$ cat src/core_params.svh
`ifndef CORE_PARAMS_SVH
`define CORE_PARAMS_SVH

// Datapath word width
`define CORE_DATA_W 32

// Architectural registers
`define CORE_NREGS 32

// Reorder buffer entries also set the tag width
`define CORE_ROB_DEPTH 8

// Entries per reservation station
`define CORE_STATION_DEPTH 2

// Multiplier pipeline stages
`define CORE_MUL_LATENCY 3

`endif

$ cat src/core_pkg.sv
`include "core_params.svh"

package core_pkg;

   // Instruction field positions
   localparam int OPC_W = 6;
   localparam int OPC_LSB = 26;
   localparam int RD_LSB = 21;
   localparam int RS1_LSB = 16;
   localparam int RS2_LSB = 11;
   localparam int IMM_W = 16;

   typedef logic [`CORE_DATA_W-1:0] word_t;
   typedef logic [$clog2(`CORE_NREGS)-1:0] reg_idx_t;
   typedef logic [$clog2(`CORE_ROB_DEPTH)-1:0] tag_t;

   typedef enum logic [OPC_W-1:0] {
      OP_ADD  = 6'h01,
      OP_SUB  = 6'h02,
      OP_AND  = 6'h03,
      OP_OR   = 6'h04,
      OP_XOR  = 6'h05,
      OP_ADDI = 6'h06,
      OP_MUL  = 6'h07
   } opcode_e;

   // Value is valid only when filled, else wait for tag
   typedef struct packed {
      word_t value;
      tag_t tag;
      logic filled;
   } operand_t;

   typedef struct packed {
      tag_t dst;
      opcode_e op;
      operand_t a;
      operand_t b;
   } issue_t;

   typedef struct packed {
      tag_t tag;
      word_t data;
   } cdb_t;

endpackage

$ cat src/core_if.sv
interface issue_if;
   import core_pkg::*;

   logic valid;
   logic ready;
   issue_t data;

   modport source (output valid, output data, input ready);
   modport sink (input valid, input data, output ready);
endinterface

interface cdb_if;
   import core_pkg::*;

   // req and grant per unit, valid on the shared bus
   logic req;
   logic grant;
   logic valid;
   cdb_t data;

   modport unit (output req, output data, input grant);
   modport arbiter (input req, input data, output grant);
   modport broadcast (output valid, output data);
   modport monitor (input valid, input data);
endinterface

$ cat src/dispatch.sv
module dispatch (
   input logic i_instr_valid,
   input core_pkg::word_t i_instr,
   output logic o_instr_ready,
   output core_pkg::reg_idx_t o_rf_rd_a,
   output core_pkg::reg_idx_t o_rf_rd_b,
   input core_pkg::operand_t i_rf_a,
   input core_pkg::operand_t i_rf_b,
   output logic o_rf_rename,
   output core_pkg::reg_idx_t o_rf_rename_reg,
   output logic o_rob_alloc,
   input core_pkg::tag_t i_rob_tag,
   input logic i_rob_full,
   output core_pkg::tag_t o_rob_query_a,
   output core_pkg::tag_t o_rob_query_b,
   input core_pkg::operand_t i_rob_a,
   input core_pkg::operand_t i_rob_b,
   cdb_if.monitor cdb,
   issue_if.source alu_issue,
   issue_if.source mul_issue
);
   import core_pkg::*;

   opcode_e opcode;
   logic [IMM_W-1:0] imm;
   operand_t opnd_a;
   operand_t opnd_b;
   issue_t entry;
   logic is_mul;
   logic fire;

   // Bus hit first, then register, then ROB
   function automatic operand_t resolve(operand_t rf, operand_t rob, logic bus_valid, cdb_t bus);
      operand_t res;
      if (!rf.filled && bus_valid && bus.tag == rf.tag) begin
         res.value = bus.data;
         res.tag = bus.tag;
         res.filled = 1'b1;
      end else if (rf.filled) begin
         res = rf;
      end else begin
         res = rob;
      end
      return res;
   endfunction

   assign opcode = opcode_e'(i_instr[OPC_LSB +: OPC_W]);
   assign imm = i_instr[IMM_W-1:0];
   assign is_mul = (opcode == OP_MUL);

   assign o_rf_rd_a = i_instr[RS1_LSB +: $bits(reg_idx_t)];
   assign o_rf_rd_b = i_instr[RS2_LSB +: $bits(reg_idx_t)];
   assign o_rob_query_a = i_rf_a.tag;
   assign o_rob_query_b = i_rf_b.tag;

   assign opnd_a = resolve(i_rf_a, i_rob_a, cdb.valid, cdb.data);

   always_comb begin
      if (opcode == OP_ADDI) begin
         opnd_b.value = {{($bits(word_t) - IMM_W){imm[IMM_W-1]}}, imm};
         opnd_b.tag = '0;
         opnd_b.filled = 1'b1;
      end else begin
         opnd_b = resolve(i_rf_b, i_rob_b, cdb.valid, cdb.data);
      end
   end

   assign o_instr_ready = !i_rob_full && (is_mul ? mul_issue.ready : alu_issue.ready);
   assign fire = i_instr_valid && o_instr_ready;

   assign entry.dst = i_rob_tag;
   assign entry.op = opcode;
   assign entry.a = opnd_a;
   assign entry.b = opnd_b;

   assign o_rob_alloc = fire;
   assign o_rf_rename = fire;
   assign o_rf_rename_reg = i_instr[RD_LSB +: $bits(reg_idx_t)];

   assign alu_issue.valid = fire && !is_mul;
   assign alu_issue.data = entry;
   assign mul_issue.valid = fire && is_mul;
   assign mul_issue.data = entry;

endmodule

$ cat src/flat_wrapper.sv
// flat-port wrapper written by rule: the top's interface ports become plain ports
module dispatch_flat import core_pkg::*;
  (i_instr_valid, i_instr, o_instr_ready, o_rf_rd_a, o_rf_rd_b, i_rf_a, i_rf_b, o_rf_rename, o_rf_rename_reg, o_rob_alloc, i_rob_tag, i_rob_full, o_rob_query_a, o_rob_query_b, i_rob_a, i_rob_b, cdb_valid, cdb_data, alu_issue_valid, alu_issue_data, alu_issue_ready, mul_issue_valid, mul_issue_data, mul_issue_ready);
  cdb_if cdb_i ();
  issue_if alu_issue_i ();
  issue_if mul_issue_i ();
  input logic i_instr_valid;
  input core_pkg::word_t i_instr;
  output logic o_instr_ready;
  output core_pkg::reg_idx_t o_rf_rd_a;
  output core_pkg::reg_idx_t o_rf_rd_b;
  input core_pkg::operand_t i_rf_a;
  input core_pkg::operand_t i_rf_b;
  output logic o_rf_rename;
  output core_pkg::reg_idx_t o_rf_rename_reg;
  output logic o_rob_alloc;
  input core_pkg::tag_t i_rob_tag;
  input logic i_rob_full;
  output core_pkg::tag_t o_rob_query_a;
  output core_pkg::tag_t o_rob_query_b;
  input core_pkg::operand_t i_rob_a;
  input core_pkg::operand_t i_rob_b;
  input wire logic [$bits(cdb_i.valid)-1:0] cdb_valid;
  input wire logic [$bits(cdb_i.data)-1:0] cdb_data;
  output wire logic [$bits(alu_issue_i.valid)-1:0] alu_issue_valid;
  output wire logic [$bits(alu_issue_i.data)-1:0] alu_issue_data;
  input wire logic [$bits(alu_issue_i.ready)-1:0] alu_issue_ready;
  output wire logic [$bits(mul_issue_i.valid)-1:0] mul_issue_valid;
  output wire logic [$bits(mul_issue_i.data)-1:0] mul_issue_data;
  input wire logic [$bits(mul_issue_i.ready)-1:0] mul_issue_ready;
  assign cdb_i.valid = cdb_valid;
  assign cdb_i.data = cdb_data;
  assign alu_issue_valid = alu_issue_i.valid;
  assign alu_issue_data = alu_issue_i.data;
  assign alu_issue_i.ready = alu_issue_ready;
  assign mul_issue_valid = mul_issue_i.valid;
  assign mul_issue_data = mul_issue_i.data;
  assign mul_issue_i.ready = mul_issue_ready;
  dispatch u_core (.i_instr_valid(i_instr_valid), .i_instr(i_instr), .o_instr_ready(o_instr_ready), .o_rf_rd_a(o_rf_rd_a), .o_rf_rd_b(o_rf_rd_b), .i_rf_a(i_rf_a), .i_rf_b(i_rf_b), .o_rf_rename(o_rf_rename), .o_rf_rename_reg(o_rf_rename_reg), .o_rob_alloc(o_rob_alloc), .i_rob_tag(i_rob_tag), .i_rob_full(i_rob_full), .o_rob_query_a(o_rob_query_a), .o_rob_query_b(o_rob_query_b), .i_rob_a(i_rob_a), .i_rob_b(i_rob_b), .cdb(cdb_i), .alu_issue(alu_issue_i), .mul_issue(mul_issue_i));
endmodule
$ cat config.mk
export PLATFORM = sky130hd
export DESIGN_NAME = dispatch_flat
export DESIGN_NICKNAME = d
export VERILOG_FILES = /design/src/core_pkg.sv /design/src/core_if.sv /design/src/dispatch.sv /design/src/flat_wrapper.sv
export VERILOG_INCLUDE_DIRS = /design/src
export SDC_FILE = /design/constraint.sdc
export NUM_CORES = 1
export LEC_CHECK = 0
export ABC_AREA = 1
export BUFFER_PORTS_ARGS = -buffer_cell sky130_fd_sc_hd__buf_2
export CORE_AREA = 2 2 159 161
export DETAILED_ROUTE_END_ITERATION = 8
export DIE_AREA = 0 0 161 163
export GPL_ROUTABILITY_DRIVEN = 1
export SLEW_MARGIN = 20
export SYNTH_ARGS = -nofsm -noshare
export SYNTH_HDL_FRONTEND = slang
export SYNTH_SLANG_ARGS = --single-unit
export TNS_END_PERCENT = 10
$ cat constraint.sdc
create_clock -name vclk -period 1.1
set_input_delay 0.11 -clock vclk [all_inputs]
set_output_delay 0.11 -clock vclk [all_outputs]
set_load 0.02 [all_outputs]
==> metrics.yaml, run 1 <==
grt_overflow: 0
max_slew_margin_pct: 75.4
synthesis.yosys.warnings: 0
buffer_ports.inserted: 378
totalPowerFinal_uw: 3780
dieArea_um2: 26200
initial_utilization_pct: 12.9
final-max-slew-violation-count: 0
die-width_um: 161
max_cap_viol_count: 0
setup-violations-final: 148
fill_cells: 2695
worst_path_dominant_cell_family: "buffers and inverters"
required_time_of_the_critical_path_ns: 0.99
grt.total_usage_pct: 12.8
actual_slew_at_the_worst_max_slew_pin_ns: 0.359
drt-vias-per-instance: 4.00
die_h_um: 163
max-vdd-ir-drop_uv: 227
yosys-top-cells-area: "sky130_fd_sc_hd__nand2_1, sky130_fd_sc_hd__buf_4, sky130_fd_sc_hd__nand3_1"
drtAntennaViolNets: 0
floorplan.rows: 58
antenna_violations_before_repair: 1
via_count: 4922
violations: "setup timing"
critical_path.slowest_cell: "sky130_fd_sc_hd__o21ai_4"
detailed_place_hpwl_um: 15100
min_period_ns: 1.44
number_of_clock_buffer_instances_in_the_layout: 0
gp_routability_congestion: 0.880
critPathBufInv: 4
floorplan.core_area_um2: 24700
tns_ns: -41.68
hold_path.class: "in2out"
ys_top_cells_by_count: "sky130_fd_sc_hd__nand2_1, sky130_fd_sc_hd__buf_4, sky130_fd_sc_hd__nand3_1"
post_layout_nonfiller_instances: 1232
route.final.wire_length_um: 20100
post_layout_net_count: 1123
area.growth.synth_to_final_pct: 115
seqCellArea_um2: 0
setup_slack_ns: -0.340
wire_length_of_the_first_global_routing_pass_um: 26100
worstPathMaxFanout: 39
drt_pre_antenna_iters: 6
grt_pass1_vias: 4630
synth_top_cell_area_share_pct: 28.4
dpl_worst_slack_ns: -0.495
postCtsHoldBufs: 0
synth_sequential_area_ratio_pct: 0
drive_gt1_share_pct: 67.8
critPathMaxStageDelay_ns: 0.23
rsz0062_at_grt: "true"
final_core_util_pct: 27.7
post_synthesis_instance_total: 605
timing.final.crit_share_pct: 131
place_inst: 1210
crit_path_cell_trace: "buf_12, inv_8, nand2_4, nand2_4, nor3_4, nand2_4, buf_16, o21ai_4, buf_6"
wire_per_inst_um: 16.3
startpoint_type: "primary input"
post-route-drc-count: 0
status: "finished, violations left"
yosysUniqueCellTypes: 23
fmax_ghz: 0.695
i_o_pin_count: 407
timing.setup.critical_path_class: "in2out"
critical-path-top-cell-by-count: "sky130_fd_sc_hd__nand2_4"
number_of_diodes: 0
grt_start_max_net_pins: 40
syn_area_um2: 3170
critPathArrivalTime_ns: 1.33
synth_nets: 824
initialDrtViolationCount: 214
seq_cells: 0
timing_hold_violations_final: 0
yosysTopAreaCell: "sky130_fd_sc_hd__nand2_1"
power_density_nw_per_um2: 553
yosys.cell_count.top_type: "sky130_fd_sc_hd__nand2_1"
p_leak_uw: 0.00382
worst_setup_path_end_kind: "output pin"
synth_area_per_cell_um2: 5.24
## metrics by stage
step | hold WS [ns] | instance area, um^2
final | 0.220 | 6830
after global routing | 0.220 | 6830
after CTS | 0.220 | 6150
after detailed placement | 0.220 | 5310
after global placement | 0.220 | 5310
after floorplan | 0.297 | 3700
## placed cells by master (no fill, tap or decap), drive strengths merged
| cell type | netlist | routed |
|---|---|---|
| nand2 | 243 | 243 |
| o21bai | 3 | 3 |
| inv | 52 | 52 |
| nor2 | 17 | 17 |
| a21oi | 2 | 2 |
| mux2i | 32 | 32 |
| nand4 | 1 | 1 |
| buf | 143 | 438 |
| nor3 | 2 | 2 |
| nand3 | 68 | 68 |
| clkbuf | 3 | 5 |
| o21ai | 39 | 39 |
## worst paths after layout
kind              depth (start not counted)                  to  slack [ns]    startpoint
setup / recovery                          9  mul_issue_data[61]       -0.34  cdb_data[34]
hold / removal                            0        o_rf_rd_a[0]        0.22   i_instr[16]
## logic make-up (layout without fill, tap and decap cells)
kind of cell / count (synthesis) / count (layout) / share of synthesized area, %
simple gates: 331 / 331 / 43.1
buf+inv: 198 / 495 / 38.6
compound gates: 44 / 44 / 8.24
mux: 32 / 32 / 10.1
## area by class of cell
cell class	instances	area [um^2]	share of cell area, %
tap	330	413	6.05
inverter	52	225	3.30
multi-input combinational	407	2800	41.0
timing repair buffer	443	3390	49.6
## where the power goes
group	leakage [uW]	switching [uW]	internal (uW)
logic	0.00382	2100	1680
clock network	0	0	0
registers	0	0	0
total	0.00382	2100	1680
## layer usage
layer,GRT usage (%),vias up,part of all wire (%)
li1,-,2367,-
met1,15.7,2264,38
met2,24.3,264,53
met3,1.15,25,6.9
met4,2.27,2,1.7
met5,0,-,0.065
## repair_timing
| item | in CTS | in global routing |
|---|---|---|
| endpoints found under the setup margin | 149 | 149 |
| gates cloned | 4 | 6 |
| resized for setup | 216 | 151 |
| pin swaps | 10 | 25 |
| setup buffers | 8 | 7 |
(Power assumes the default switching activity.)
==> run 2: changes to the inputs <==
CELL_PAD_IN_SITES_DETAIL_PLACEMENT = 2   (was default)
CELL_PAD_IN_SITES_GLOBAL_PLACEMENT = 2   (was default)
CORE_AREA = default   (was 2 2 159 161)
CORE_ASPECT_RATIO = 1.1   (was default)
CORE_UTILIZATION = 11   (was default)
DIE_AREA = default   (was 0 0 161 163)
PLACE_DENSITY_LB_ADDON = 0.1   (was default)
==> metrics.yaml, run 2 (synthesis results as in run 1) <==
status: "finished, violations left"
violations: "setup timing"
seqCellArea_um2: 0
min_delay_path_depth: 0
power_density_nw_per_um2: 551
dpl_worst_slack_ns: -0.472
detailed_place_hpwl_um: 17900
die_h_um: 180
die-width_um: 164
drt-vias-per-instance: 3.75
worst_setup_path_end_kind: "output pin"
mostFrequentLayoutCells: "sky130_fd_sc_hd__buf_2, sky130_fd_sc_hd__nand2_1, sky130_fd_sc_hd__buf_4"
setup-violations-final: 149
setup_slack_ns: -0.334
drtAntennaViolNets: 0
gp_routability_congestion: 0.695
crit_path_cell_trace: "buf_2, inv_1, nand2_1, nor3_2, buf_4, inv_1, buf_12, nand3_1, nand2_1, buf_4"
initialDrtViolationCount: 99
actual_slew_at_the_worst_max_slew_pin_ns: 0.448
route.final.wire_length_um: 21700
seq_cells: 0
via_count: 4741
place_inst: 1253
fmax_ghz: 0.697
drt_pre_antenna_iters: 4
grt_pass1_vias: 5110
final-max-slew-violation-count: 0
timing.setup.critical_path_class: "in2out"
hold_path.class: "in2out"
post_layout_nonfiller_instances: 1264
area.growth.synth_to_final_pct: 106
wire_per_inst_um: 17.2
max-vdd-ir-drop_uv: 221
max_cap_viol_count: 0
min_period_ns: 1.43
p_leak_uw: 0.00371
rsz0062_at_grt: "true"
floorplan.core_area_um2: 28100
fill_cells: 3467
post_layout_net_count: 1121
dieArea_um2: 29500
layout_commonest_cell: "sky130_fd_sc_hd__buf_2"
number_of_clock_buffer_instances_in_the_layout: 0
tns_ns: -40.18
drive_gt1_share_pct: 64.1
critPathMaxStageDelay_ns: 0.19
i_o_pin_count: 407
critPathArrivalTime_ns: 1.32
required_time_of_the_critical_path_ns: 0.99
max_slew_margin_pct: 70.1
buffer_ports.inserted: 378
wire_length_of_the_first_global_routing_pass_um: 31300
multi_input_comb_area_um2: 2620
timing_hold_violations_final: 0
grt.total_usage_pct: 14.0
worstPathMaxFanout: 12
critical_path.startpoint: "i_instr[30]"
initial_utilization_pct: 11.3
critical_path.slowest_cell: "sky130_fd_sc_hd__buf_12"
grt_start_max_net_pins: 35
antenna_violations_before_repair: 2
worst_setup_path_endpoint: "mul_issue_data[5]"
floorplan.rows: 64
totalPowerFinal_uw: 3600
grt_overflow: 0
timing.final.crit_share_pct: 130
startpoint_type: "primary input"
post-route-drc-count: 0
run 2: changes by cell type in the layout (fill, tap and decap cells not counted), moves of 3 or more:
cell                        before  now
sky130_fd_sc_hd__buf_4          94  114
sky130_fd_sc_hd__buf_6          74   58
sky130_fd_sc_hd__clkbuf_16       5    0
sky130_fd_sc_hd__inv_1          42   45
sky130_fd_sc_hd__inv_4           5    2
sky130_fd_sc_hd__nand2_1       150  166
sky130_fd_sc_hd__nand2_2        70   67
sky130_fd_sc_hd__nand2_4        22   10
sky130_fd_sc_hd__nand3_1        51   64
sky130_fd_sc_hd__nand3_2        16    4
run 2: cell type report:
cell class | instances | area share (%)
Multi-Input combinational cell | 407 | 40.0
Antenna cell | 1 | 0.0383
Timing Repair Buffer | 441 | 49.8
Inverter | 52 | 3.21
Tap cell | 363 | 6.95
run 2: critical path: cells and delay by family:
kind          cells  cell delay [ns]
simple gates      4             0.41
buf+inv           6             0.82
run 2: worst min path at each step:
stage                           start            end  slack, ns
after floorplan            i_rob_full  o_instr_ready       0.30
after global placement    i_instr[17]   o_rf_rd_a[1]       0.22
after detailed placement  i_instr[17]   o_rf_rd_a[1]       0.22
after CTS                 i_instr[17]   o_rf_rd_a[1]       0.22
after global routing      i_instr[18]   o_rf_rd_a[2]       0.22
final                     i_instr[18]   o_rf_rd_a[2]       0.22
run 2: through the flow:
stage | area (um^2) | utilization [%] | hold slack (ns)
after floorplan | 3700 | - | 0.297
after detailed placement | 5500 | 19.6 | 0.220
after CTS | 6260 | 22.3 | 0.220
final | 6540 | 23.3 | 0.220
after global placement | 5500 | 19.6 | 0.220
after global routing | 6540 | 23.3 | 0.220
run 2: power by group:
part | internal [uW] | switching [uW]
combinational | 1600 | 2000
clock | 0.000122 | 0
sequential | 0 | 0
run 2: what timing repair did:
action | 4_1_cts | 5_1_grt
buffers inserted | 6 | 0
cloned | 5 | 0
hold buffers | 0 | 0
setup endpoints to repair | 149 | 149
endpoints found under the hold margin | 0 | 0
gates resized for setup | 189 | 89
pin swaps | 13 | 3
run 2: layer usage:
layer  GRT usage (%)  share of wire (%)
met5               0                  0
met2            28.6                 56
met1            15.7                 39
met3            1.54                5.3
met4           0.444              0.041
==> run 3: changes to the inputs <==
RECOVER_POWER = 50   (was default)
==> metrics.yaml, run 3 (synthesis results as in run 1) <==
timing.final.crit_share_pct: 130
drive_gt1_share_pct: 63.8
power_density_nw_per_um2: 551
critical_path.slowest_cell: "sky130_fd_sc_hd__buf_12"
final_design_area_no_fill_um2: 6540
detailed_place_hpwl_um: 17900
postPlaceCellArea_um2: 5500
worst_setup_path_end_kind: "output pin"
hold_startpoint: "i_instr[18]"
critPathMaxStageDelay_ns: 0.19
drt_pre_antenna_iters: 4
die-width_um: 164
min_period_ns: 1.43
max-vdd-ir-drop_uv: 221
combinationalPowerShare_pct: 100.0
dieArea_um2: 29500
power.share.switching_pct: 55.6
i_o_pin_count: 407
floorplan.core_area_um2: 28100
area.growth.synth_to_final_pct: 106
post-route-drc-count: 0
violations: "setup timing"
die_h_um: 180
power_frac_clock_pct: 0
net-switching-power_uw: 2000
post_layout_nonfiller_instances: 1264
crit_path_cell_trace: "buf_2, inv_1, nand2_1, nor3_2, buf_4, inv_1, buf_12, nand3_1, nand2_1, buf_4"
postCtsHoldBufs: 0
timing_hold_violations_final: 0
status: "finished, violations left"
route.final.wire_length_um: 21700
number_of_clock_buffer_instances_in_the_layout: 0
required_time_of_the_critical_path_ns: 0.99
critical_path.startpoint: "i_instr[30]"
gp_routability_congestion: 0.695
p_leak_uw: 0.00370
fill_cells: 3465
final-max-slew-violation-count: 0
drt-vias-per-instance: 3.75
final_core_util_pct: 23.3
max_cap_viol_count: 0
wire_per_inst_um: 17.2
fmax_ghz: 0.697
grt_pass1_vias: 5110
seq_cells: 0
wire_length_of_the_first_global_routing_pass_um: 31300
post_layout_net_count: 1121
antenna_violations_before_repair: 2
timing.setup.critical_path_class: "in2out"
internal-power_uw: 1600
actual_slew_at_the_worst_max_slew_pin_ns: 0.447
initialDrtViolationCount: 103
floorplan.rows: 64
critPathArrivalTime_ns: 1.32
totalPowerFinal_uw: 3600
grt.total_usage_pct: 14.0
buffer_ports.inserted: 378
hold_path.class: "in2out"
grt_start_max_net_pins: 35
mostFrequentLayoutCells: "sky130_fd_sc_hd__buf_2, sky130_fd_sc_hd__nand2_1, sky130_fd_sc_hd__buf_4"
place_inst: 1253
initial_utilization_pct: 11.3
grt_overflow: 0
setup-violations-final: 149
via_count: 4735
power.sequential.fraction_pct: 0
hold_slack_ns: 0.220
startpoint_type: "primary input"
rsz0062_at_grt: "true"
drtAntennaViolNets: 0
layout_commonest_cell: "sky130_fd_sc_hd__buf_2"
worstPathMaxFanout: 12
max_slew_margin_pct: 70.2
setup_slack_ns: -0.335
seqCellArea_um2: 0
==> run 3: per-layer routing <==
metal | vias to the layer above | global-route usage, % | share of wire (%)
met4 | 0 | 0.444 | 0.041
met3 | 2 | 1.54 | 5.3
met1 | 2186 | 15.7 | 39
li1 | 2369 | - | -
met5 | - | 0 | 0
met2 | 178 | 28.6 | 56
==> run 3: through the flow <==
step / setup slack (ns) / TNS (ns)
5_1_grt: -0.484 / -54.88
6_report: -0.335 / -40.17
3_5_place_dp: -0.472 / -58.35
3_3_place_gp: -0.466 / -56.45
2_1_floorplan: -0.208 / -15.48
4_1_cts: -0.397 / -46.59
==> run 3: repair_timing <==
action                     CTS  global route
setup endpoints to repair  149           149
setup buffers                6             0
cloned                       5             0
pin swaps                   13             3
resized for setup          189            89
==> run 3: path summary, 6_finish.rpt <==
path	to	cells past startpoint	slack, ns
setup / recovery	mul_issue_data[5]	10	-0.33
hold / removal	o_rf_rd_a[2]	0	0.22
==> run 3: final cells by class <==
type / count / area, um^2 / area share (%)
diodes: 1 / 2.50 / 0.0383
well taps: 363 / 454 / 6.95
multi-input cells: 407 / 2620 / 40.1
repair buffers: 441 / 3250 / 49.7
inverters: 52 / 210 / 3.22
==> run 3: worst max-delay path, delay by kind of cell <==
family | cells | cell delay, ns
AND/OR/NAND/NOR | 4 | 0.41
buffers and inverters | 6 | 0.82
==> run 3: power by group through the flow <==
| stage | Combinational [uW] | Sequential (uW) | Clock (uW) |
|---|---|---|---|
| 3_3_place_gp | 3030 | 0 | 0 |
| 2_1_floorplan | 2240 | 0 | 0 |
| 5_1_grt | 3880 | 0 | 0.000122 |
| 3_5_place_dp | 3040 | 0 | 0 |
| 6_report | 3600 | 0 | 0.000122 |
| 4_1_cts | 3490 | 0 | 0 |
